`src/design/bru_consts.svh`:
```
`ifndef BRU_CONSTS_SVH
`define BRU_CONSTS_SVH

// Datapath width
`define BRU_XLEN 32

// Physical register id width, 64 registers
`define BRU_RNID_W 6

// Branch tags in flight, also the branch mask width
`define BRU_BRTAG_W 4

// Write-back buses into the register file
`define BRU_TGT_BUS_NUM 2

// One-hot reservation-station index
`define BRU_INDEX_W 8

`endif

```
`src/design/bru_pkg.sv`:
```
`include "bru_consts.svh"

package bru_pkg;

  typedef enum logic [2:0] {
    OP_EQ,
    OP_NE,
    OP_LT,
    OP_GE,
    OP_LTU,
    OP_GEU,
    OP_JUMP
  } op_t;

  typedef enum logic [1:0] {
    IMM_SB,
    IMM_UJ,
    IMM_I
  } imm_t;

  typedef logic [$clog2(`BRU_BRTAG_W)-1:0] brtag_t;

  typedef struct packed {
    op_t  op;
    imm_t imm;
    logic wr_rd;  // Link register write
  } pipe_ctrl_t;

  typedef struct packed {
    logic                     valid;
    logic [31:0]              inst;
    logic [`BRU_XLEN-1:0]     pc;
    logic                     rs1_valid;
    logic [`BRU_RNID_W-1:0]   rs1_rnid;
    logic                     rs2_valid;
    logic [`BRU_RNID_W-1:0]   rs2_rnid;
    logic [4:0]               rd_regidx;
    logic [`BRU_RNID_W-1:0]   rd_rnid;
    brtag_t                   brtag;
    logic [`BRU_BRTAG_W-1:0]  br_mask;  // Older branches this one depends on
    logic                     pred_taken;
    logic                     btb_valid;
    logic [`BRU_XLEN-1:0]     btb_target;
    logic [`BRU_INDEX_W-1:0]  index;
  } issue_t;

  typedef struct packed {
    logic                   valid;
    logic [`BRU_RNID_W-1:0] rd_rnid;
    logic [`BRU_XLEN-1:0]   rd_data;
  } phy_wr_t;

  typedef struct packed {
    logic                   valid;
    logic [`BRU_RNID_W-1:0] rnid;
  } regread_t;

  typedef struct packed {
    logic                    update;
    logic                    taken;
    logic                    mispredict;
    logic                    dead;
    logic [`BRU_XLEN-1:0]    pc;
    logic [`BRU_XLEN-1:0]    target;
    brtag_t                  brtag;
    logic [`BRU_BRTAG_W-1:0] br_mask;
  } br_upd_t;

  typedef struct packed {
    logic                    done;
    logic [`BRU_INDEX_W-1:0] index;
  } done_t;

  typedef struct packed {
    issue_t               issue;
    pipe_ctrl_t           pipe_ctrl;
    logic                 dead;
    logic [`BRU_XLEN-1:0] rs1_data;
    logic [`BRU_XLEN-1:0] rs2_data;
  } ex2_pkt_t;

  typedef struct packed {
    issue_t               issue;
    logic                 wr_rd;
    logic                 result;   // Branch taken
    logic [`BRU_XLEN-1:0] target;
    logic                 dead;
  } ex3_pkt_t;

  // Kill check shared by EX0, EX1 and EX2
  function automatic logic br_kill(
    input logic [`BRU_BRTAG_W-1:0] br_mask,
    input br_upd_t                 upd,
    input logic                    commit_flush
  );
    return commit_flush |
           (upd.update & upd.mispredict & ~upd.dead & br_mask[upd.brtag]);
  endfunction

endpackage

```
`src/design/bru_resolve.sv`:
```
`timescale 1ns/1ps
`include "bru_consts.svh"

module bru_resolve (
  input  bru_pkg::ex3_pkt_t i_ex3,
  output bru_pkg::phy_wr_t  o_phy_wr,
  output bru_pkg::done_t    o_done,
  output bru_pkg::br_upd_t  o_br_upd
);

  logic [`BRU_XLEN-1:0] w_next_pc;
  logic                 w_mispredict;

  assign w_next_pc = i_ex3.issue.pc + `BRU_XLEN'(4);

  // BTB miss predicts fall-through
  assign w_mispredict = (~i_ex3.issue.btb_valid & i_ex3.result) |
                        (i_ex3.issue.btb_valid &
                         ((i_ex3.result != i_ex3.issue.pred_taken) |
                          (i_ex3.result & i_ex3.issue.pred_taken &
                           (i_ex3.target != i_ex3.issue.btb_target))));

  assign o_done.done  = i_ex3.issue.valid;
  assign o_done.index = i_ex3.issue.index;

  assign o_phy_wr.valid   = i_ex3.issue.valid & i_ex3.wr_rd &
                            (i_ex3.issue.rd_regidx != '0) & ~i_ex3.dead;
  assign o_phy_wr.rd_rnid = i_ex3.issue.rd_rnid;
  assign o_phy_wr.rd_data = w_next_pc;  // Link value

  assign o_br_upd.update     = i_ex3.issue.valid;
  assign o_br_upd.taken      = i_ex3.result;
  assign o_br_upd.mispredict = w_mispredict;
  assign o_br_upd.dead       = i_ex3.dead;
  assign o_br_upd.pc         = i_ex3.issue.pc;
  assign o_br_upd.target     = i_ex3.result ? i_ex3.target : w_next_pc;
  assign o_br_upd.brtag      = i_ex3.issue.brtag;
  assign o_br_upd.br_mask    = i_ex3.issue.br_mask;

endmodule

```
`config.mk`:
```
export PLATFORM = sky130hd
export DESIGN_NAME = bru_resolve
export DESIGN_NICKNAME = d
export VERILOG_FILES = /design/src/design/bru_pkg.sv /design/src/design/bru_resolve.sv
export VERILOG_INCLUDE_DIRS = /design/src /design/src/design
export SDC_FILE = /design/constraint.sdc
export NUM_CORES = 1
export LEC_CHECK = 0
export ABC_AREA = 1
export BUFFER_PORTS_ARGS = -buffer_cell sky130_fd_sc_hd__buf_2
export CAP_MARGIN = 10
export CELL_PAD_IN_SITES_DETAIL_PLACEMENT = 0
export CELL_PAD_IN_SITES_GLOBAL_PLACEMENT = 1
export CORE_UTILIZATION = 16
export DETAILED_ROUTE_END_ITERATION = 8
export PLACE_DENSITY_LB_ADDON = 0.1
export RECOVER_POWER = 50
export SYNTH_ARGS = -nofsm -noshare
export SYNTH_HDL_FRONTEND = slang
export SYNTH_SLANG_ARGS = --single-unit
```
`constraint.sdc`:
```
create_clock -name vclk -period 1.2
set_input_delay 0.12 -clock vclk [all_inputs]
set_output_delay 0.12 -clock vclk [all_outputs]
set_load 0.02 [all_outputs]
```
==> metrics.md <==
| Metric | Value |
|---|---|
| Outcome | `finished with violations` |
| Failing checks | `setup timing` |
| Fmax | `around 690 MHz` |
| P_int | `0.913 mW` |
| Wire per inst | `between 10 and 15 um` |
| DIE AREA | `14400 um^2` |
| Most frequent cells after synthesis | `nand2_1, buf_4, inv_1, nor2_1, xnor2_1` |
| Count leader, synth | `nand2_1` |
| CP required | `1.08 ns` |
| Mapped Cells | `between 400 and 500` |
| Syn avg cell area | `5.14 um^2` |
| Seq_cells | `0` |
| Critical hold path startpoint | `i_ex3[77]` |
| DP Wirelength | `9650 um` |
| Global Route Usage Sum | `0.147` |
| Dominant cell type by area after synthesis | `nand2_1` |
| Worst setup EP type | `primary output` |
| Share of cells above drive strength 1 | `0.655` |
| Worst Path Arrival | `roughly 1.3 ns` |
| Layout clock buffers | `0` |
| Final worst slack | `-0.260 ns` |
| Fillers | `1463` |
| Hold Fails Final Rpt | `0` |
| Power share of the clock group | `0` |
| Routability cong. | `slightly above 0.8` |
| Initial drt markers | `between 80 and 90` |
| Detailed Routing Iterations Pass 1 | `4` |
| Port Buffers | `approximately 210` |
| GR Overflow Total | `0` |
| Combinational fraction of design power | `1.000` |
| Cell leakage power | `around 2.7 nW` |
| Final Critical Period | `1.46 ns` |
| Yosys warns | `0` |
| FF+latch area | `0 um^2` |
| Cell Rows | `42` |
| Die Width | `approximately 120 um` |
| Vias in the first global route | `roughly 3300` |
| Antenna Cells | `0` |
| First-pass GRT wire length | `around 17000 um` |
| Largest net degree at the start of global routing | `35` |
| Critical path type | `in -> out` |
| Synth Net Count | `about 600` |
| Initial Util | `0.166` |
| Max VDD drop | `between 0.1 and 0.15 mV` |
| Post-DRT Antenna Nets | `0` |
| Chip Height | `120 um` |
| DRC viols | `0` |
| Final setup viols | `between 40 and 50` |
| Dominant cells by area after synthesis | `nand2_1, buf_4, xnor2_1` |
| Fin Hold WS | `0.240 ns` |
| Sw frac | `0.519` |
| Hold/Removal Path Class | `in -> out` |
| Util after Layout | `0.385` |
| Multi-input gate area | `2330 um^2` |
| Nets@finish | `849` |
| Power per standard cell area | `368 nW/um^2` |
| WHS Path Cells | `0` |
| Sw power | `~0.99 mW` |
| Crit share post-route | `1.22` |
| Setup crit start kind | `input port` |
| I/O Pins | `between 200 and 300` |
| Max-slew violations | `0` |
| Post-synth cell types | `25` |
| Top-area cell type share of the netlist area | `0.306` |
| Worst hold path endpoint | `o_br_upd[0]` |
| Placeable core area | `13400 um^2` |
| Post-Route WL | `roughly 11000 um` |
| Seq pwr share | `0` |
| Sequential share of the synthesized area | `0` |
| Antenna violations before repair | `0` |
| Vias per Instance | `between 3 and 4` |
| RSZ-0062 raised after global routing | `true` |
| Layout area overhead | `131%` |
| Via count | `~3300` |
| Rel. slew slack | `0.803` |
| Max-cap violation count | `0` |
| Mapped Area | `around 2200 um^2` |
| Worst-path maximum fanout | `4` |
| Worst-Margin Slew | `approximately 0.29 ns` |
## worst max-delay path, cell delays in order
cell and delay (ns):
buf_12 0.09, ha_4 0.15, nand3_4 0.11, buf_6 0.15
nor2_4 0.14, nand2_2 0.10, xor2_2 0.20, nand2_1 0.08
nand2_2 0.08, buf_6 0.11
## power groups by stage
stage,combinational (mW),clock [mW],sequential (mW)
CTS,1.79,0,0
floorplan,0.907,0,0
detailed placement,1.47,0,0
finish,1.90,0,0
global placement,1.47,0,0
global route,2.04,0,0
## routing by layer
layer	GRT usage	vias to the layer above	routed length [um]
li1	-	1727	-
met1	0.185	1481	4640
met2	0.285	100	5970
met3	0.00903	6	504
met4	0.00547	0	32
met5	0	-	0
## area by class of cell
cell class,count,area share
repair buffers,303,0.463
inverters,54,0.0427
well taps,176,0.0427
multi-input cells,315,0.452
## per-stage QoR
stage          setup TNS (ns)  total power, mW  instance area [um^2]  worst slack [ns]  cells
2_1_floorplan           -1.55            0.907                  2490            -0.168    434
3_3_place_gp           -16.56             1.47                  3880            -0.523    830
3_5_place_dp           -17.17             1.47                  3880            -0.506    830
4_1_cts                 -8.61             1.79                  4760            -0.300    841
5_1_grt                -10.91             2.04                  5160            -0.326    848
6_report                -6.89             1.90                  5160            -0.260    848
## cells in the final DEF (no fill, tap or decap), types with 2 or more instances in the layout
cell type	instances
nand3b_1	3
o21ai_1	2
nand3_4	3
xnor2_1	16
buf_8	9
nand3_2	2
buf_2	127
nor2_2	6
buf_4	90
xor2_2	11
nor3_2	3
nand4_1	8
buf_6	67
nor2_1	16
buf_12	9
nand3_1	7
inv_1	37
inv_2	12
inv_6	2
o21ai_0	4
xor2_4	5
xnor2_2	12
nand2_1	136
nand2_4	8
nand2_2	36
nand2_8	3
inv_4	3
nor2_4	14
nor3_4	11
## worst max path at each step
stage	startpoint	to	slack, ns	cells after the start
after floorplan	i_ex3[124]	o_br_upd[27]	-0.17	7
after global placement	i_ex3[117]	o_br_upd[20]	-0.52	9
after detailed placement	i_ex3[114]	o_br_upd[20]	-0.51	9
after CTS	i_ex3[124]	o_br_upd[28]	-0.30	11
after global routing	i_ex3[122]	o_br_upd[23]	-0.33	9
final	i_ex3[111]	o_br_upd[36]	-0.26	10
## what timing repair did
action / CTS / global route
buffers inserted: 12 / 9
endpoints found under the setup margin: 54 / 54
hold buffers: 0 / 0
pin swaps: 74 / 66
endpoints found under the hold margin: 0 / 0
resized for setup: 215 / 89
## cell families (layout without fill, tap and decap cells)
logic type      after synthesis  after routing  synth area share
compound gates                9              9            0.0202
xor+xnor                     44             44             0.176
fa+ha+maj                     2              2            0.0112
buf+inv                     119            357             0.300
simple gates                260            260             0.492
No activity file was read; power rests on OpenSTA's default activity.
