$ cat config.mk
export PLATFORM = sky130hd
export DESIGN_NAME = bru_issue_stage
export DESIGN_NICKNAME = d
export VERILOG_FILES = /design/src/design/bru_pkg.sv /design/src/design/bru_decoder.sv /design/src/design/bru_issue_stage.sv
export VERILOG_INCLUDE_DIRS = /design/src /design/src/design
export SDC_FILE = /design/constraint.sdc
export NUM_CORES = 1
export LEC_CHECK = 0
export BUFFER_PORTS_ARGS = -buffer_cell sky130_fd_sc_hd__clkbuf_2
export CAP_MARGIN = 25
export CORE_AREA = 2 2 196 198
export DETAILED_ROUTE_END_ITERATION = 8
export DIE_AREA = 0 0 198 200
export SYNTH_ARGS = -nofsm -noshare
export SYNTH_HDL_FRONTEND = slang
export SYNTH_SLANG_ARGS = --single-unit
$ cat constraint.sdc
create_clock -name i_clk -period 2.35 [get_ports i_clk]
set_input_delay 0 -clock i_clk [delete_from_list [all_inputs] [get_ports i_clk]]
set_output_delay 0 -clock i_clk [all_outputs]
set_load 0.02 [all_outputs]
$ cat src/design/bru_consts.svh
`ifndef BRU_CONSTS_SVH
`define BRU_CONSTS_SVH

// Datapath width
`define BRU_XLEN 32

// Physical register id width, 64 registers
`define BRU_RNID_W 6

// Branch tags in flight, also the branch mask width
`define BRU_BRTAG_W 4

// Write-back buses into the register file
`define BRU_TGT_BUS_NUM 2

// One-hot reservation-station index
`define BRU_INDEX_W 8

`endif

$ cat src/design/bru_pkg.sv
`include "bru_consts.svh"

package bru_pkg;

  typedef enum logic [2:0] {
    OP_EQ,
    OP_NE,
    OP_LT,
    OP_GE,
    OP_LTU,
    OP_GEU,
    OP_JUMP
  } op_t;

  typedef enum logic [1:0] {
    IMM_SB,
    IMM_UJ,
    IMM_I
  } imm_t;

  typedef logic [$clog2(`BRU_BRTAG_W)-1:0] brtag_t;

  typedef struct packed {
    op_t  op;
    imm_t imm;
    logic wr_rd;  // Link register write
  } pipe_ctrl_t;

  typedef struct packed {
    logic                     valid;
    logic [31:0]              inst;
    logic [`BRU_XLEN-1:0]     pc;
    logic                     rs1_valid;
    logic [`BRU_RNID_W-1:0]   rs1_rnid;
    logic                     rs2_valid;
    logic [`BRU_RNID_W-1:0]   rs2_rnid;
    logic [4:0]               rd_regidx;
    logic [`BRU_RNID_W-1:0]   rd_rnid;
    brtag_t                   brtag;
    logic [`BRU_BRTAG_W-1:0]  br_mask;  // Older branches this one depends on
    logic                     pred_taken;
    logic                     btb_valid;
    logic [`BRU_XLEN-1:0]     btb_target;
    logic [`BRU_INDEX_W-1:0]  index;
  } issue_t;

  typedef struct packed {
    logic                   valid;
    logic [`BRU_RNID_W-1:0] rd_rnid;
    logic [`BRU_XLEN-1:0]   rd_data;
  } phy_wr_t;

  typedef struct packed {
    logic                   valid;
    logic [`BRU_RNID_W-1:0] rnid;
  } regread_t;

  typedef struct packed {
    logic                    update;
    logic                    taken;
    logic                    mispredict;
    logic                    dead;
    logic [`BRU_XLEN-1:0]    pc;
    logic [`BRU_XLEN-1:0]    target;
    brtag_t                  brtag;
    logic [`BRU_BRTAG_W-1:0] br_mask;
  } br_upd_t;

  typedef struct packed {
    logic                    done;
    logic [`BRU_INDEX_W-1:0] index;
  } done_t;

  typedef struct packed {
    issue_t               issue;
    pipe_ctrl_t           pipe_ctrl;
    logic                 dead;
    logic [`BRU_XLEN-1:0] rs1_data;
    logic [`BRU_XLEN-1:0] rs2_data;
  } ex2_pkt_t;

  typedef struct packed {
    issue_t               issue;
    logic                 wr_rd;
    logic                 result;   // Branch taken
    logic [`BRU_XLEN-1:0] target;
    logic                 dead;
  } ex3_pkt_t;

  // Kill check shared by EX0, EX1 and EX2
  function automatic logic br_kill(
    input logic [`BRU_BRTAG_W-1:0] br_mask,
    input br_upd_t                 upd,
    input logic                    commit_flush
  );
    return commit_flush |
           (upd.update & upd.mispredict & ~upd.dead & br_mask[upd.brtag]);
  endfunction

endpackage

$ cat src/design/bru_decoder.sv
`timescale 1ns/1ps

module bru_decoder (
  input  logic [31:0]         i_inst,
  output bru_pkg::pipe_ctrl_t o_ctrl
);

  logic [6:0] w_opcode;
  logic [2:0] w_funct3;

  assign w_opcode = i_inst[6:0];
  assign w_funct3 = i_inst[14:12];

  always_comb begin
    o_ctrl.op    = bru_pkg::OP_EQ;
    o_ctrl.imm   = bru_pkg::IMM_SB;
    o_ctrl.wr_rd = 1'b0;
    case (w_opcode)
      7'b1101111: begin  // JAL
        o_ctrl.op    = bru_pkg::OP_JUMP;
        o_ctrl.imm   = bru_pkg::IMM_UJ;
        o_ctrl.wr_rd = 1'b1;
      end
      7'b1100111: begin  // JALR
        o_ctrl.op    = bru_pkg::OP_JUMP;
        o_ctrl.imm   = bru_pkg::IMM_I;
        o_ctrl.wr_rd = 1'b1;
      end
      7'b1100011: begin
        case (w_funct3)
          3'b001:  o_ctrl.op = bru_pkg::OP_NE;
          3'b100:  o_ctrl.op = bru_pkg::OP_LT;
          3'b101:  o_ctrl.op = bru_pkg::OP_GE;
          3'b110:  o_ctrl.op = bru_pkg::OP_LTU;
          3'b111:  o_ctrl.op = bru_pkg::OP_GEU;
          default: o_ctrl.op = bru_pkg::OP_EQ;
        endcase
      end
      default: o_ctrl.op = bru_pkg::OP_EQ;
    endcase
  end

endmodule

$ cat src/design/bru_issue_stage.sv
`timescale 1ns/1ps
`include "bru_consts.svh"

module bru_issue_stage (
  input  logic                 i_clk,
  input  logic                 i_reset_n,
  input  bru_pkg::issue_t      i_issue,
  input  logic                 i_commit_flush,
  input  bru_pkg::br_upd_t     i_br_upd,
  output bru_pkg::regread_t    o_rd [2],
  input  logic [`BRU_XLEN-1:0] i_rd_data [2],
  output bru_pkg::ex2_pkt_t    o_ex2
);

  bru_pkg::pipe_ctrl_t w_ex0_ctrl;
  logic                w_ex0_kill;
  bru_pkg::issue_t     r_ex1_issue;
  bru_pkg::pipe_ctrl_t r_ex1_ctrl;
  logic                r_ex1_dead;
  logic                w_ex1_kill;

  bru_decoder u_decoder (
    .i_inst (i_issue.inst),
    .o_ctrl (w_ex0_ctrl)
  );

  assign w_ex0_kill = i_issue.valid &
                      bru_pkg::br_kill(i_issue.br_mask, i_br_upd, i_commit_flush);

  always_ff @(posedge i_clk or negedge i_reset_n) begin
    if (!i_reset_n) begin
      r_ex1_issue <= '0;
      r_ex1_ctrl  <= '0;
      r_ex1_dead  <= 1'b0;
    end else begin
      r_ex1_issue <= i_issue;
      r_ex1_ctrl  <= w_ex0_ctrl;
      r_ex1_dead  <= w_ex0_kill;
    end
  end

  // Register-file read in EX1
  assign o_rd[0].valid = r_ex1_issue.valid & r_ex1_issue.rs1_valid;
  assign o_rd[0].rnid  = r_ex1_issue.rs1_rnid;
  assign o_rd[1].valid = r_ex1_issue.valid & r_ex1_issue.rs2_valid;
  assign o_rd[1].rnid  = r_ex1_issue.rs2_rnid;

  assign w_ex1_kill = r_ex1_issue.valid &
                      bru_pkg::br_kill(r_ex1_issue.br_mask, i_br_upd, i_commit_flush);

  always_ff @(posedge i_clk or negedge i_reset_n) begin
    if (!i_reset_n) begin
      o_ex2 <= '0;
    end else begin
      o_ex2.issue     <= r_ex1_issue;
      o_ex2.pipe_ctrl <= r_ex1_ctrl;
      o_ex2.dead      <= r_ex1_dead | w_ex1_kill;  // Sticky
      o_ex2.rs1_data  <= i_rd_data[0];
      o_ex2.rs2_data  <= i_rd_data[1];
    end
  end

endmodule

==> reports/qor.json, run 1 <==
{
  "synth.cell_area_sq_um": 9120,
  "fill_cells": 3355,
  "via_count": 5746,
  "drtIter0Drc": 87,
  "wl_per_cell_microns": 14.4,
  "grt_pass1_vias": 6558,
  "sequential_cell_area_sq_um": 8860,
  "synth_fp_nets": 669,
  "setup_total_neg_slack_ns": 0,
  "biggest_area_contributors_in_the_synthesized_netlist": "dfrtp_1, buf_4, mux4_1, mux4_2, a21oi_1",
  "floorplan.io_pins": 502,
  "crit_path_start_kind": "primary input",
  "synth_area_leader_cell": "dfrtp_1",
  "worstSetupEndpointType": "register",
  "grt_antenna_before_repair": 0,
  "drcViolationCount": 0,
  "multiInputGateArea_sq_um": 161,
  "vias_per_cell": 3.59,
  "syn-instance-count": 390,
  "timing.setup.critical_path_class": "in2reg",
  "syn-mean-instance-area_sq_um": 23.4,
  "routed_wl_mm": 23.1,
  "maximum_capacitance_violations": 0,
  "power_per_standard_cell_area_nw_per_um2": 858,
  "leakagePower_nw": 7.54,
  "fin_crit_ns": 1.72,
  "timing.reg2reg.setup_slack_ns": 0.68,
  "synth_top_cell_area_share_pct": 97.1,
  "grt_start_max_net_pins": 83,
  "numCtsBuffers": 36,
  "max_slew_headroom_at_the_worst_pin_pct": 55.9,
  "initial_core_util_pct": 24.4,
  "synth_warnings": 0,
  "cts.htree.levels": 2,
  "num-nets-final": 1348,
  "ctsResizeCount": 0,
  "ys_seq_area_share_pct": 97.1,
  "netlist-cell-type-count": 17,
  "cts_stage_hold_buffer_count": 208,
  "clock_pin_slew_worst_setup_and_hold_paths_ns": 0.06,
  "fmax_ghz": 0.580,
  "min_period_over_period_pct": 73.4,
  "setup_violations": 0,
  "outcome": "completed",
  "synth-seq-cells": 354,
  "cts_tree": "done",
  "rsz0062_at_grt": "false",
  "drt_first_pass_iters": 4,
  "timing.final.ws_setup_ns": 0.626,
  "dp_slack_ns": 1.21,
  "floorplan.die.width_microns": 198,
  "cts_sinks": 354,
  "power.ir.vdd_worst_mv": 0.541,
  "critical_path.max_fanout": 2,
  "skew_ns": 0.00963,
  "required_ns": 2.75,
  "timing.hold.worst.class": "in2async",
  "grt_usage_pct": 11.5,
  "placeableCoreArea_sq_um": 37400,
  "final_layout_size_suffix_gt1_share_pct": 45.8,
  "postRouteAntennaNets": 0,
  "ctsRootBufferMaster": "clkbuf_16",
  "clkLatencyLatePin_ns": 0.52,
  "hpwl_mm": 15.6,
  "pins_over_slew_limit": 0,
  "post_cts_buffers": 0,
  "timing_hold_violations_final": 0,
  "globalplace.congestion": 0.718,
  "buffer_depth_of_the_longest_clock_path": 3,
  "die_h_microns": 200,
  "io_buffers": 432,
  "dieArea_sq_um": 39600,
  "worstPathArrival_ns": 2.13,
  "grt_first_pass_wirelength_mm": 34.8,
  "overflow": 0,
  "timing_worst_slew_pin_value_ns": 0.661,
  "area_growth_pct": 66.8,
  "core.rowCount": 71
}
registers in the layout, indices dropped and copies added (netlist names):
signal / flops
o_ex2: 209
o_rd: 12
r_ex1_ctrl: 6
r_ex1_dead: 1
r_ex1_issue: 126
per-stage QoR:
stage               cells  util, %  power [mW]  instance area (sq um)  hold slack, ns
floorplan             390        -        6.86                   9120          -0.296
global placement     1334     32.1        7.40                  12000          0.0458
detailed placement   1334     32.1        7.43                  12000          0.0511
CTS                  1601     40.7        13.3                  15200          0.0736
global route         1601     40.7        13.6                  15200          0.0912
finish               1602     40.7        13.1                  15200           0.103
final cells by class:
| cell class | count | area share, % |
|---|---|---|
| Timing Repair Buffer | 653 | 28.9 |
| Tap cell | 511 | 4.20 |
| Inverter | 3 | 0.0740 |
| Multi-Input combinational cell | 21 | 1.06 |
| Clock buffer | 51 | 6.89 |
| Sequential cell | 354 | 58.2 |
| Antenna cell | 1 | 0.0164 |
| Clock inverter | 8 | 0.609 |
cell usage after synthesis (all sizes together):
| master | instances |
|---|---|
| a2111oi | 1 |
| a21oi | 3 |
| a31oi | 1 |
| and2 | 2 |
| and3b | 1 |
| buf | 12 |
| dfrtp | 354 |
| inv | 3 |
| mux4 | 2 |
| nand2 | 2 |
| nand3 | 1 |
| nand4 | 1 |
| nor2 | 2 |
| nor2b | 2 |
| nor3 | 2 |
| or3 | 1 |
cells in the final DEF, fill, tap and decap left out:
master / synthesis / layout
nand3_1: 1 / 1
buf_12: 0 / 4
clkbuf_16: 0 / 37
clkbuf_1: 0 / 7
bufinv_16: 0 / 2
buf_8: 0 / 1
a2111oi_2: 1 / 1
a31oi_1: 1 / 1
clkbuf_8: 0 / 7
dlygate4sd3_1: 0 / 208
and2_1: 2 / 2
mux4_2: 1 / 1
mux4_1: 1 / 1
clkinv_2: 0 / 5
nor2b_1: 2 / 2
dfrtp_1: 354 / 354
and3b_1: 1 / 1
nand4_1: 1 / 1
clkinvlp_4: 0 / 1
nor2_1: 2 / 2
a21oi_1: 3 / 3
inv_1: 3 / 3
nor3_1: 2 / 2
diode_2: 0 / 1
nand2_1: 2 / 2
buf_4: 12 / 9
or3_1: 1 / 1
clkbuf_2: 0 / 431
per-layer routing:
layer	track usage [%]	share of wire [%]
met1	12.5	37
met2	20.0	52
met3	4.12	8.3
met4	5.96	3.4
met5	0	0
logic make-up (layout without fill, tap and decap cells):
family / Yosys count / in the layout / share of synthesized area, %
buffers and inverters: 15 / 715 / 1.11
and+or+nand+nor: 14 / 14 / 0.837
other: 0 / 1 / 0
AOI/OAI and AO/OA: 5 / 5 / 0.398
DFF: 354 / 354 / 97.1
muxes: 2 / 2 / 0.535
path summary, 6_finish.rpt:
| check | start | to | cells after the start |
|---|---|---|---|
| max in group asynchronous | i_reset_n | r_ex1_dead | 3 |
| min reg2reg | r_ex1_issue[112] | o_ex2[183] | 0 |
| min | i_reset_n | r_ex1_issue[21] | 2 |
| min in group i_clk | i_issue[121] | r_ex1_issue[121] | 2 |
| max reg2reg | r_ex1_issue[43] | o_ex2[64] | 4 |
| max | i_br_upd[73] | r_ex1_dead | 7 |
critical path, cell delays in order:
cell	delay, ns
dlygate4sd3_1	0.55
clkbuf_2	0.10
and3b_1	0.17
dlygate4sd3_1	0.56
a21oi_1	0.14
dlygate4sd3_1	0.56
nor2b_1	0.04
power breakdown:
part	switching, mW	internal [mW]	total (mW)	leakage (nW)
sequential	0.0933	6.40	6.49	4.15
combinational	0.591	0.507	1.10	2.82
clock	2.16	3.31	5.47	0.563
total	2.84	10.2	13.1	7.54
Power figures use the tool's default switching activity.
==> inputs of run 2 (changes only) <==
Settings changed: CORE_AREA 2 2 196 198 to 2 2 197 199, DIE_AREA 0 0 198 200 to 0 0 199 201.
Clock period 2.35 ns to 1.5 ns, I/O delays scaled along.
==> run 2 against run 1 <==
The run now ends with negative hold slack left. Setup slack worse by 0.42 ns. Critical path depth is 5 lower. First-iteration DRC count is 57% higher. Clock power is 60% higher. Utilization is 0.47 points lower. Count of clock-buffer cells in the layout stayed put. Via count is 1.8% higher. Global-route usage is 0.99 points higher. Sequential cell count stayed put. Sequential share of layout area is 0.41 points lower. Critical endpoint is now o_rd[6]. Largest cell class unchanged. Largest power group unchanged.
==> reports/qor.json, run 2 (synthesized netlist as in run 1, its figures left out) <==
{
  "outcome": "finished, violations left",
  "violated_checks": "negative hold slack",
  "timing_hold_violations_final": 1,
  "worst-r2r-cell-count": 3,
  "maximum_capacitance_violations": 0,
  "vias_per_cell": 3.61,
  "worstSetupEndpointType": "primary output",
  "floorplan.die.width_microns": 199,
  "required_ns": 1.50,
  "power_per_standard_cell_area_nw_per_um2": 1350,
  "buffer_depth_of_the_longest_clock_path": 3,
  "postRouteAntennaNets": 0,
  "area_growth_pct": 68.0,
  "critical_path.max_fanout": 5,
  "cts.htree.levels": 2,
  "dieArea_sq_um": 40000,
  "wl_per_cell_microns": 15.3,
  "placeableCoreArea_sq_um": 38100,
  "leakagePower_nw": 7.60,
  "antenna_cells_inserted": 0,
  "min_period_over_period_pct": 86.6,
  "floorplan.io_pins": 502,
  "layout_commonest_cell": "clkbuf_2",
  "via_count": 5849,
  "grt_antenna_before_repair": 0,
  "fmax_ghz": 0.770,
  "timing.hold.worst.class": "in2reg",
  "number_of_flip_flops_under_the_largest_register_name": 209,
  "timing.setup.critical_path_class": "reg2out",
  "most-common-layout-cells": "clkbuf_2, dfrtp_1, dlygate4sd3_1",
  "cts_tree": "done",
  "grt_pass1_vias": 6731,
  "clkLatencyLatePin_ns": 0.53,
  "max_slew_headroom_at_the_worst_pin_pct": 73.5,
  "initial_core_util_pct": 23.9,
  "setup_violations": 0,
  "total_power_mw": 20.7,
  "worstHoldPathCells": 4,
  "grt_start_max_net_pins": 78,
  "io_buffers": 432,
  "setup_total_neg_slack_ns": 0,
  "grt_usage_pct": 12.5,
  "post-place-cells": 1347,
  "drtIter0Drc": 137,
  "critical_path.cell_chain": "and2_1, clkbuf_2",
  "routed_wl_mm": 24.7,
  "numCtsBuffers": 37,
  "instances_no_fill": 1618,
  "overflow": 0,
  "die_h_microns": 201,
  "grt_first_pass_wirelength_mm": 37.7,
  "fin_crit_ns": 1.30,
  "timing.final.ws_setup_ns": 0.201,
  "clock_pin_slew_worst_setup_and_hold_paths_ns": 0.06,
  "num-nets-final": 1356,
  "power.ir.vdd_worst_mv": 0.860,
  "timing_worst_slew_pin_value_ns": 0.397,
  "slowest_stage": "dfrtp_1",
  "register_bank_with_the_most_flops": "o_ex2",
  "drcViolationCount": 0,
  "hpwl_mm": 16.3,
  "crit_path_start_kind": "register",
  "skew_ns": 0.0106,
  "worstPathArrival_ns": 1.30,
  "cp_slowest_stage_delay_ns": 0.43,
  "ctsRootBufferMaster": "clkbuf_16",
  "final_layout_size_suffix_gt1_share_pct": 46.3,
  "globalplace.congestion": 0.766,
  "drt_first_pass_iters": 4,
  "dp_slack_ns": 0.370,
  "hold_ws_ns": -0.0312,
  "pins_over_slew_limit": 0,
  "cts_sinks": 354,
  "core.rowCount": 72,
  "rsz0062_at_grt": "false",
  "ctsResizeCount": 0
}
## run 2: cell types whose count changed in the layout (fill, tap and decap cells not counted), sizes merged
cell      delta
inv          +2
diode        -1
buf          +7
clkinvlp     -1
clkinv       +2
## run 2: final cells by class
class / instances / area (sq um)
repair buffers: 660 / 4480
well taps: 518 / 648
clock inverters: 11 / 116
inverters: 3 / 11.3
multi-input cells: 21 / 161
clock buffers: 51 / 1050
flip-flops and latches: 354 / 8860
fillers: 3443 / 22800
## run 2: worst paths after layout
| check | to | from | slack, ns |
|---|---|---|---|
| setup / recovery | o_rd[6] | r_ex1_issue[137] | 0.20 |
| hold / removal | r_ex1_dead | i_br_upd[70] | -0.03 |
| setup reg to reg | o_ex2[64] | r_ex1_issue[44] | 0.31 |
| hold reg to reg | o_ex2[92] | r_ex1_issue[21] | 0.34 |
| max in group asynchronous | o_ex2[82] | i_reset_n | 0.91 |
| min in group asynchronous | o_ex2[71] | i_reset_n | 0.10 |
## run 2: report_power, final
group          switching (mW)  internal (mW)
Clock                    3.53           5.22
Combinational           0.946          0.812
Sequential              0.156           10.0
Total                    4.63           16.1
## run 2: layer usage
metal  track usage, %  vias to the layer above  share of wire, %
met5                0                        -                 0
met4             4.26                        0               2.3
met3             4.07                       43               7.0
met2             22.8                      263                54
met1             13.5                     2956                36
li1                 -                     2587                 -
## run 2: per-stage QoR
stage / instance area, sq um / util (%) / hold slack (ns)
after floorplan: 9120 / - / -0.296
after global placement: 12100 / 31.6 / -0.0937
after detailed placement: 12100 / 31.6 / -0.0928
after CTS: 15300 / 40.2 / 0.0633
after global routing: 15300 / 40.2 / 0.00841
final: 15300 / 40.2 / -0.0312
## run 2: critical path, delay by kind of cell, from the launching register on
kind                   cells  cell delay, ns
DFF                        1            0.43
buffers and inverters      1            0.16
and+or+nand+nor            1            0.19
## run 2: repair_timing
| item | 4_1_cts | 5_1_grt |
|---|---|---|
| buffers inserted | 0 | 0 |
| setup endpoints to repair | 0 | 1 |
| hold buffers | 210 | 0 |
| endpoints found under the hold margin | 564 | 0 |
