$ cat config.mk
export PLATFORM = sky130hd
export DESIGN_NAME = bru_operand_stage
export DESIGN_NICKNAME = d
export VERILOG_FILES = /design/src/design/bru_pkg.sv /design/src/design/bru_operand_stage.sv
export VERILOG_INCLUDE_DIRS = /design/src /design/src/design
export SDC_FILE = /design/constraint.sdc
export NUM_CORES = 1
export LEC_CHECK = 0
export BUFFER_PORTS_ARGS = -buffer_cell sky130_fd_sc_hd__buf_2
export CAP_MARGIN = 20
export CORE_AREA = 2 2 208 210
export CTS_CLUSTER_SIZE = 28
export DETAILED_ROUTE_END_ITERATION = 12
export DIE_AREA = 0 0 210 212
export PLACE_DENSITY = 0.49
export SLEW_MARGIN = 30
export SYNTH_ARGS = -nofsm -noshare
export SYNTH_HDL_FRONTEND = slang
export SYNTH_SLANG_ARGS = --single-unit
export TNS_END_PERCENT = 1
$ cat constraint.sdc
create_clock -name i_clk -period 0.8 [get_ports i_clk]
set_input_delay 0.16 -clock i_clk [delete_from_list [all_inputs] [get_ports i_clk]]
set_output_delay 0.16 -clock i_clk [all_outputs]
set_load 0.01 [all_outputs]
$ cat src/design/bru_consts.svh
`ifndef BRU_CONSTS_SVH
`define BRU_CONSTS_SVH

// Datapath width
`define BRU_XLEN 32

// Physical register id width, 64 registers
`define BRU_RNID_W 6

// Branch tags in flight, also the branch mask width
`define BRU_BRTAG_W 4

// Write-back buses into the register file
`define BRU_TGT_BUS_NUM 2

// One-hot reservation-station index
`define BRU_INDEX_W 8

`endif

$ cat src/design/bru_pkg.sv
`include "bru_consts.svh"

package bru_pkg;

  typedef enum logic [2:0] {
    OP_EQ,
    OP_NE,
    OP_LT,
    OP_GE,
    OP_LTU,
    OP_GEU,
    OP_JUMP
  } op_t;

  typedef enum logic [1:0] {
    IMM_SB,
    IMM_UJ,
    IMM_I
  } imm_t;

  typedef logic [$clog2(`BRU_BRTAG_W)-1:0] brtag_t;

  typedef struct packed {
    op_t  op;
    imm_t imm;
    logic wr_rd;  // Link register write
  } pipe_ctrl_t;

  typedef struct packed {
    logic                     valid;
    logic [31:0]              inst;
    logic [`BRU_XLEN-1:0]     pc;
    logic                     rs1_valid;
    logic [`BRU_RNID_W-1:0]   rs1_rnid;
    logic                     rs2_valid;
    logic [`BRU_RNID_W-1:0]   rs2_rnid;
    logic [4:0]               rd_regidx;
    logic [`BRU_RNID_W-1:0]   rd_rnid;
    brtag_t                   brtag;
    logic [`BRU_BRTAG_W-1:0]  br_mask;  // Older branches this one depends on
    logic                     pred_taken;
    logic                     btb_valid;
    logic [`BRU_XLEN-1:0]     btb_target;
    logic [`BRU_INDEX_W-1:0]  index;
  } issue_t;

  typedef struct packed {
    logic                   valid;
    logic [`BRU_RNID_W-1:0] rd_rnid;
    logic [`BRU_XLEN-1:0]   rd_data;
  } phy_wr_t;

  typedef struct packed {
    logic                   valid;
    logic [`BRU_RNID_W-1:0] rnid;
  } regread_t;

  typedef struct packed {
    logic                    update;
    logic                    taken;
    logic                    mispredict;
    logic                    dead;
    logic [`BRU_XLEN-1:0]    pc;
    logic [`BRU_XLEN-1:0]    target;
    brtag_t                  brtag;
    logic [`BRU_BRTAG_W-1:0] br_mask;
  } br_upd_t;

  typedef struct packed {
    logic                    done;
    logic [`BRU_INDEX_W-1:0] index;
  } done_t;

  typedef struct packed {
    issue_t               issue;
    pipe_ctrl_t           pipe_ctrl;
    logic                 dead;
    logic [`BRU_XLEN-1:0] rs1_data;
    logic [`BRU_XLEN-1:0] rs2_data;
  } ex2_pkt_t;

  typedef struct packed {
    issue_t               issue;
    logic                 wr_rd;
    logic                 result;   // Branch taken
    logic [`BRU_XLEN-1:0] target;
    logic                 dead;
  } ex3_pkt_t;

  // Kill check shared by EX0, EX1 and EX2
  function automatic logic br_kill(
    input logic [`BRU_BRTAG_W-1:0] br_mask,
    input br_upd_t                 upd,
    input logic                    commit_flush
  );
    return commit_flush |
           (upd.update & upd.mispredict & ~upd.dead & br_mask[upd.brtag]);
  endfunction

endpackage

$ cat src/design/bru_operand_stage.sv
`timescale 1ns/1ps
`include "bru_consts.svh"

module bru_operand_stage (
  input  logic              i_clk,
  input  logic              i_reset_n,
  input  bru_pkg::ex2_pkt_t i_ex2,
  input  bru_pkg::phy_wr_t  i_tgt_bus [`BRU_TGT_BUS_NUM],
  input  bru_pkg::br_upd_t  i_br_upd,
  input  logic              i_commit_flush,
  output bru_pkg::ex3_pkt_t o_ex3
);

  logic [`BRU_TGT_BUS_NUM-1:0] w_rs1_hit;
  logic [`BRU_TGT_BUS_NUM-1:0] w_rs2_hit;
  logic [`BRU_XLEN-1:0]        w_rs1;
  logic [`BRU_XLEN-1:0]        w_rs2;
  logic                        w_result;
  logic [`BRU_XLEN-1:0]        w_off_sb;
  logic [`BRU_XLEN-1:0]        w_off_uj;
  logic [`BRU_XLEN-1:0]        w_off_i;
  logic [`BRU_XLEN-1:0]        w_target;
  logic                        w_kill;

  function automatic logic fwd_match(
    input logic                   src_valid,
    input logic [`BRU_RNID_W-1:0] src_rnid,
    input bru_pkg::phy_wr_t       bus
  );
    return src_valid & bus.valid & (bus.rd_rnid == src_rnid) & (src_rnid != '0);
  endfunction

  for (genvar b = 0; b < `BRU_TGT_BUS_NUM; b++) begin : g_fwd
    assign w_rs1_hit[b] = fwd_match(i_ex2.issue.rs1_valid, i_ex2.issue.rs1_rnid, i_tgt_bus[b]);
    assign w_rs2_hit[b] = fwd_match(i_ex2.issue.rs2_valid, i_ex2.issue.rs2_rnid, i_tgt_bus[b]);
  end

  // Writes landing in EX2 missed the register read
  always_comb begin
    w_rs1 = i_ex2.rs1_data;
    w_rs2 = i_ex2.rs2_data;
    for (int b = 0; b < `BRU_TGT_BUS_NUM; b++) begin
      if (w_rs1_hit[b]) begin
        w_rs1 = i_tgt_bus[b].rd_data;
      end
      if (w_rs2_hit[b]) begin
        w_rs2 = i_tgt_bus[b].rd_data;
      end
    end
  end

  always_comb begin
    case (i_ex2.pipe_ctrl.op)
      bru_pkg::OP_EQ:  w_result = (w_rs1 == w_rs2);
      bru_pkg::OP_NE:  w_result = (w_rs1 != w_rs2);
      bru_pkg::OP_LT:  w_result = ($signed(w_rs1) < $signed(w_rs2));
      bru_pkg::OP_GE:  w_result = ($signed(w_rs1) >= $signed(w_rs2));
      bru_pkg::OP_LTU: w_result = (w_rs1 < w_rs2);
      bru_pkg::OP_GEU: w_result = (w_rs1 >= w_rs2);
      default:         w_result = 1'b1;  // Jumps always taken
    endcase
  end

  assign w_off_sb = {{(`BRU_XLEN-13){i_ex2.issue.inst[31]}}, i_ex2.issue.inst[31],
                     i_ex2.issue.inst[7], i_ex2.issue.inst[30:25], i_ex2.issue.inst[11:8], 1'b0};
  assign w_off_uj = {{(`BRU_XLEN-21){i_ex2.issue.inst[31]}}, i_ex2.issue.inst[31],
                     i_ex2.issue.inst[19:12], i_ex2.issue.inst[20], i_ex2.issue.inst[30:21], 1'b0};
  assign w_off_i  = {{(`BRU_XLEN-12){i_ex2.issue.inst[31]}}, i_ex2.issue.inst[31:20]};

  always_comb begin
    case (i_ex2.pipe_ctrl.imm)
      bru_pkg::IMM_UJ: w_target = i_ex2.issue.pc + w_off_uj;
      bru_pkg::IMM_I:  w_target = (w_rs1 + w_off_i) & ~`BRU_XLEN'(1);  // JALR clears bit 0
      default:         w_target = i_ex2.issue.pc + w_off_sb;
    endcase
  end

  assign w_kill = i_ex2.issue.valid &
                  bru_pkg::br_kill(i_ex2.issue.br_mask, i_br_upd, i_commit_flush);

  always_ff @(posedge i_clk or negedge i_reset_n) begin
    if (!i_reset_n) begin
      o_ex3 <= '0;
    end else begin
      o_ex3.issue  <= i_ex2.issue;
      o_ex3.wr_rd  <= i_ex2.pipe_ctrl.wr_rd;
      o_ex3.result <= w_result;
      o_ex3.target <= w_target;
      o_ex3.dead   <= i_ex2.dead | w_kill;
    end
  end

  a_fwd_onehot: assert property (@(posedge i_clk) disable iff (!i_reset_n)
    i_ex2.issue.valid |-> ($onehot0(w_rs1_hit) && $onehot0(w_rs2_hit)))
    else $error("more than one bus forwards to an operand");

endmodule

==> summary.txt, run 1 <==
Placement
  – Placed cells: 2,332
  – Port buffer count: 467
  – HPWL after DPL: 35.2 mm
  – GP Congestion: 0.875

Worst setup path
  – Cell Chain, Critical Path: buf_8 -> or4_4 -> o31ai_4 -> nor3_4 -> buf_12 -> buf_12 -> mux2i_2 -> o21ai_2 -> ha_1 -> a21o_1 -> a21o_1 -> a221oi_2 -> o221ai_2 -> a221oi_2 -> o211ai_2 -> a221oi_2 -> a311o_1 -> nor3_2 -> xnor2_1
  – Critical path type: in -> reg
  – Max incr delay on CP: 0.54 ns
  – Slowest-stage cell, CP: or4_4
  – Worst Path Required: 1.12 ns
  – Top delay family on crit path: compound AO/OA/AOI/OAI gates
  – Worst EP arrival: 4.03 ns
  – Critical path buffer and inverter count: 3
  – Most Frequent Cell on Critical Path: a221oi_2
  – Worst Setup Start Kind: input port
  – Crit path from: i_ex2[137]
  – CP max FO: 7
  – CP Capture Type: flop

Floorplanning
  – Die H: 212 microns
  – DIE WIDTH: 210 microns
  – Die ar.: 0.0445 sq mm
  – Starting density of the core: 24.2%
  – Core Rows: 76
  – I/O Pins: 537
  – Core Region: 0.0425 sq mm

Layout
  – Biggest register: o_ex3
  – Area Overhead vs Synth: 81.6%
  – Max FFs per register: 173
  – # fillers: 4,169
  – FF+latch area: 0.00433 sq mm
  – Area of the multi-input gates: 0.00631 sq mm
  – Fin cells: 2,524
  – Final net count: 2,420
  – Biggest regs: o_ex3 (173)
  – Layout cell share with drive strength beyond 1: 47.3%

Yosys
  – Most used DFF post-synth: dfrtp_1
  – Post-synth ARST share: 100%
  – Area fraction of the dominant cell type after synthesis: 42.0%
  – Yosys warns: 0
  – Top post-synthesis cells by area: dfrtp_1 (42%), ha_1 (11%), mux2i_1 (6.7%)
  – Syn Nets: 1,487
  – Post-synth EDFFs: 0
  – Top-count cell post-synth: dfrtp_1
  – Top cells by count, synth: dfrtp_1 (173), a21oi_1 (95), ha_1 (92)
  – Yosys top cell by area: dfrtp_1
  – Synth unique cells: 65
  – Post-synthesis instance total: 1,029
  – Sequential area share after synthesis: 42.0%
  – Syn Area/Cell: 10.0 sq um
  – Post-Synthesis Cell Area: 0.0103 sq mm
  – Synth Register Bits: 173

Worst hold path
  – Hold path startpoint: i_ex2[145]
  – Min-Delay Path Class: in -> reg

Clock network
  – CTS buffer count: 17
  – H-Tree Depth: 4
  – CTS tree: yes
  – Clock Root Buffer: clkbuf_16
  – Clock sinks: 173
  – CTS Buffer Depth: 2
  – Clock-pin transition on the worst setup and hold timing paths: 0.07 ns

Drt
  – WL/cell: 17.3 microns
  – WL final: 43.6 mm
  – Antenna Violating Nets Remaining: 0
  – Vias per cell: 4.47
  – Vias: 11,289
  – DR pass1 iterations: 5
  – DR iter-0 viols: 570
  – # DRC: 0

STA
  – Rel. slew slack: 69.5%
  – Setup-failing EPs final: 205
  – Final Hold Vio Count: 0
  – Least-Margin Pin Slew: 0.455 ns
  – Final Max Tran Viols: 0
  – Crit path time final: 3.71 ns
  – RSZ-0062 raised after global routing: true
  – Final hold slack: 0.0527 ns
  – Worst setup margin: -2.91 ns
  – FMAX: 0.270 GHz
  – Final Cycle Share: 463%

Run status
  – Status: complete, but fails checks
  – Violated checks: setup timing

GRT
  – Largest net degree at the start of global routing: 39
  – Vias in the first global route: 11,737
  – First-pass GRT wire length: 65.4 mm
  – Grt total ovfl: 0
  – Antenna violations before repair: 4
  – Gr usage total: 19.2%

Flow run
  – Max Cap Viol: 0

Power
  – Worst VDD drop: 1.22 mV
  – Power consumption: 28.1 mW
  – Power Density: 1500 mW/mm^2
  – Pleak: 9.13 nW
## stage by stage
step                      TNS, ns  utilization [%]  instance area (sq um)  worst slack (ns)
final                     -131.58             44.0                  18700             -2.91
after detailed placement   -99.77             37.3                  15900             -3.63
after global placement     -98.13             37.3                  15900             -3.59
after floorplan            -80.71                -                  10400             -2.97
after global routing      -144.94             44.0                  18700             -3.12
after CTS                 -139.46             43.0                  18300             -2.88
## power breakdown
group          internal [mW]  switching [mW]
combinational           5.15            4.70
clock                   4.26            4.30
sequential              9.46           0.263
## layer usage
layer	track usage, %	routed length, microns
met4	6.60	828
met2	32.7	20800
met3	2.87	1870
met5	0	16
met1	24.9	20100
## worst min-delay path, delay by kind of cell
| family | cells | cell delay, ns |
|---|---|---|
| fa+ha+maj | 1 | 0.13 |
| buf+inv | 1 | 0.09 |
| simple gates | 2 | 0.10 |
## placed cells by master, fill, tap and decap left out, types with 6 or more instances in the layout
cell type / instances
a21o_1: 45
a21oi_1: 83
a21oi_2: 10
and3_1: 11
buf_12: 13
buf_2: 433
buf_4: 321
buf_6: 34
clkbuf_16: 17
dfrtp_1: 173
dlygate4sd3_1: 140
ha_1: 88
inv_1: 17
mux2i_1: 63
nand2_1: 86
nand2b_1: 9
nand3_1: 13
nand4_1: 16
nor2_1: 68
nor2b_1: 6
nor3_1: 10
o211ai_1: 11
o21a_1: 8
o21ai_0: 26
o21ai_1: 30
o21ai_2: 18
o21bai_1: 9
or3_1: 6
xnor2_1: 49
xor2_1: 15
## final timing paths
kind / endpoint / slack (ns) / cells after the start
max: o_ex3[32] / -2.91 / 19
min: o_ex3[2] / 0.05 / 4
min in group asynchronous: o_ex3[58] / 0.14 / 2
max in group asynchronous: o_ex3[125] / 0.15 / 3
## logic make-up after synthesis
| kind of cell | share of synthesized area, % |
|---|---|
| compound gates | 18.7 |
| xor+xnor | 6.12 |
| fa+ha+maj | 11.6 |
| buf+inv | 1.75 |
| flops | 42.0 |
| mux | 7.47 |
| simple gates | 12.3 |
## what timing repair did
action	CTS	global route
resized for setup	75	71
endpoints found under the setup margin	205	207
hold buffers	141	0
endpoints found under the hold margin	313	0
pin swaps	25	28
setup buffers	8	8
cloned	1	0
## area by class of cell
type	count	share of cell area [%]
Sequential cell	173	23.2
Tap cell	546	3.65
Multi-Input combinational cell	808	33.8
Timing Repair Buffer	945	35.8
Antenna cell	3	0.0402
Clock inverter	15	0.991
Inverter	17	0.341
Clock buffer	17	2.28
No activity file was read; power rests on OpenSTA's default activity.
==> inputs of run 2 (changes only) <==
==> constraint.sdc (replaced) <==
create_clock -name i_clk -period 0.8 [get_ports i_clk]
set_input_delay 0.04 -clock i_clk [delete_from_list [all_inputs] [get_ports i_clk]]
set_output_delay 0.04 -clock i_clk [all_outputs]
set_load 0.01 [all_outputs]
==> run 2 against run 1 <==
- the flow still finishes with violations (setup timing)
- die area is the same
- design area shrank 0.32%
- power shrank 0.64%
- routed wire length shrank 1.7%
- worst setup slack gained 0.13 ns
- count of clock-buffer cells in the layout is the same
- highest routed layer unchanged
==> summary.txt, run 2 (synthesized netlist as in run 1, its figures left out) <==
Floorplanning
  – Core Region: 0.0425 sq mm (unchanged)
  – I/O Pins: 537 (unchanged)
  – DIE WIDTH: 210 microns (unchanged)
  – Core Rows: 76 (unchanged)
  – Starting density of the core: 24.2% (unchanged)
  – Die ar.: 0.0445 sq mm (unchanged)
  – Die H: 212 microns (unchanged)

Drt
  – Vias per cell: 4.43 (-0.90%)
  – DR pass1 iterations: 5 (unchanged)
  – WL final: 42.8 mm (-1.7%)
  – Vias: 11,196 (-0.82%)
  – WL/cell: 17.0 microns (-1.8%)
  – # DRC: 0 (unchanged)
  – Antenna Violating Nets Remaining: 0 (unchanged)
  – DR iter-0 viols: 447 (-22%)

Worst setup path
  – CP max FO: 5 (-2)
  – Critical path buffer and inverter count: 4 (+1)
  – Critical path type: in -> reg
  – Worst Path Required: 1.13 ns (about the same)
  – Most Frequent Cell on Critical Path: buf_4
  – Cell Chain, Critical Path: buf_8 -> or4_4 -> o31ai_4 -> nor3_4 -> buf_4 -> mux2i_1 -> o21ai_1 -> ha_1 -> a21o_1 -> buf_4 -> or3_4 -> buf_4 -> o2111ai_1 -> o211ai_2 -> a221oi_2 -> a311o_1 -> nor3_2 -> xnor2_1
  – Max incr delay on CP: 0.53 ns (about the same)
  – Worst Setup Start Kind: input port
  – CP Capture Type: flop
  – Worst EP arrival: 3.90 ns (-0.13 ns)
  – Slowest-stage cell, CP: or4_4
  – Top delay family on crit path: compound AO/OA/AOI/OAI gates

Run status
  – Status: complete, but fails checks
  – Violated checks: setup timing

Power
  – Worst VDD drop: 1.02 mV (-17%)
  – Power consumption: 28.0 mW (-0.64%)
  – Pleak: 9.10 nW (-0.34%)
  – Power Density: 1500 mW/mm^2 (-0.32%)

GRT
  – Antenna violations before repair: 6 (+2)
  – Grt total ovfl: 0 (unchanged)
  – Gr usage total: 18.9% (-0.24 points)
  – First-pass GRT wire length: 64.6 mm (-1.3%)
  – Largest net degree at the start of global routing: 39 (unchanged)
  – Vias in the first global route: 11,687 (-0.43%)

STA
  – Crit path time final: 3.57 ns (-0.132 ns)
  – Least-Margin Pin Slew: 0.464 ns (+0.00901 ns)
  – Final Cycle Share: 447% (-16 points)
  – FMAX: 0.280 GHz (+3.7%)
  – RSZ-0062 raised after global routing: true
  – Setup-failing EPs final: 205 (unchanged)
  – Rel. slew slack: 68.9% (-0.60 points)
  – Final Hold Vio Count: 0 (unchanged)
  – Final Max Tran Viols: 0 (unchanged)
  – Worst setup margin: -2.77 ns (+0.132 ns)

Clock network
  – H-Tree Depth: 4 (unchanged)
  – CTS buffer count: 17 (unchanged)
  – CTS Buffer Depth: 2 (unchanged)
  – CTS tree: yes
  – Clock Root Buffer: clkbuf_16
  – Clock-pin transition on the worst setup and hold timing paths: 0.07 ns (about the same)
  – Clock sinks: 173 (unchanged)

Placement
  – GP Congestion: 0.876 (+0.13%)
  – HPWL after DPL: 35.1 mm (-0.30%)
  – Post-Place Cell Area: 0.0158 sq mm (about the same)
  – Port buffer count: 467 (unchanged)

Layout
  – Area Overhead vs Synth: 81.0%
  – Final instance area: 0.0186 sq mm (-0.32%)
  – Most frequent cells in the layout: buf_2 (427), buf_4 (318), dfrtp_1 (173), dlygate4sd3_1 (148), ha_1 (92)
  – Layout cell share with drive strength beyond 1: 46.6% (-0.79 points)
  – Biggest register: o_ex3
  – Biggest regs: o_ex3 (173)
  – Commonest non-fill, non-tap cell in the layout: buf_2
  – Max FFs per register: 173 (unchanged)
  – Final net count: 2,419 (-0.041%)

Flow run
  – Max Cap Viol: 0 (unchanged)

Worst hold path
  – Min-Delay Path Class: in -> async
run 2: layout make-up:
type / count / area (sq um)
Tap cell: 546 / 683
Inverter: 17 / 63.8
Clock buffer: 17 / 425
Fill cell: 4163 / 23900
Clock inverter: 15 / 176
Antenna cell: 6 / 15.0
Multi-Input combinational cell: 808 / 6250
Sequential cell: 173 / 4330
Timing Repair Buffer: 944 / 6690
run 2: report_power, final:
| group | internal (mW) | total [mW] | leakage (nW) | switching, mW |
|---|---|---|---|---|
| Clock | 4.22 | 8.34 | 0.291 | 4.12 |
| Combinational | 5.21 | 9.88 | 6.79 | 4.67 |
| Sequential | 9.46 | 9.74 | 2.02 | 0.279 |
| Total | 18.9 | 28.0 | 9.10 | 9.07 |
run 2: stage by stage:
step	worst slack (ns)	instances	TNS, ns	utilization, %	hold slack, ns
6_report	-2.77	2526	-106.95	43.8	0.0314
5_1_grt	-2.95	2526	-119.45	43.8	0.0219
4_1_cts	-2.76	2519	-112.97	43.3	0.00312
3_5_place_dp	-3.56	2331	-96.31	37.3	-0.0472
3_3_place_gp	-3.48	2331	-94.03	37.3	-0.0432
2_1_floorplan	-2.85	1029	-76.63	-	-0.256
run 2: worst paths after layout:
kind	start	to	slack, ns	cells after the start
max	i_ex2[138]	o_ex3[32]	-2.77	18
min in group i_clk	i_ex2[197]	o_ex3[2]	0.06	5
max in group asynchronous	i_reset_n	o_ex3[140]	0.04	3
min	i_reset_n	o_ex3[148]	0.03	2
run 2: metal layers:
layer | vias up | GRT usage (%) | wire length [microns]
li1 | 5639 | - | -
met1 | 5192 | 24.3 | 19500
met2 | 317 | 32.7 | 20700
met3 | 46 | 3.34 | 1890
met4 | 2 | 5.38 | 690
met5 | - | 0 | 13
run 2: repair_timing:
| item | CTS | global route |
|---|---|---|
| gates resized for setup | 89 | 47 |
| hold buffers | 148 | 0 |
| pin swaps | 33 | 12 |
| buffers inserted | 8 | 1 |
| endpoints found under the hold margin | 315 | 0 |
| setup endpoints to repair | 205 | 206 |
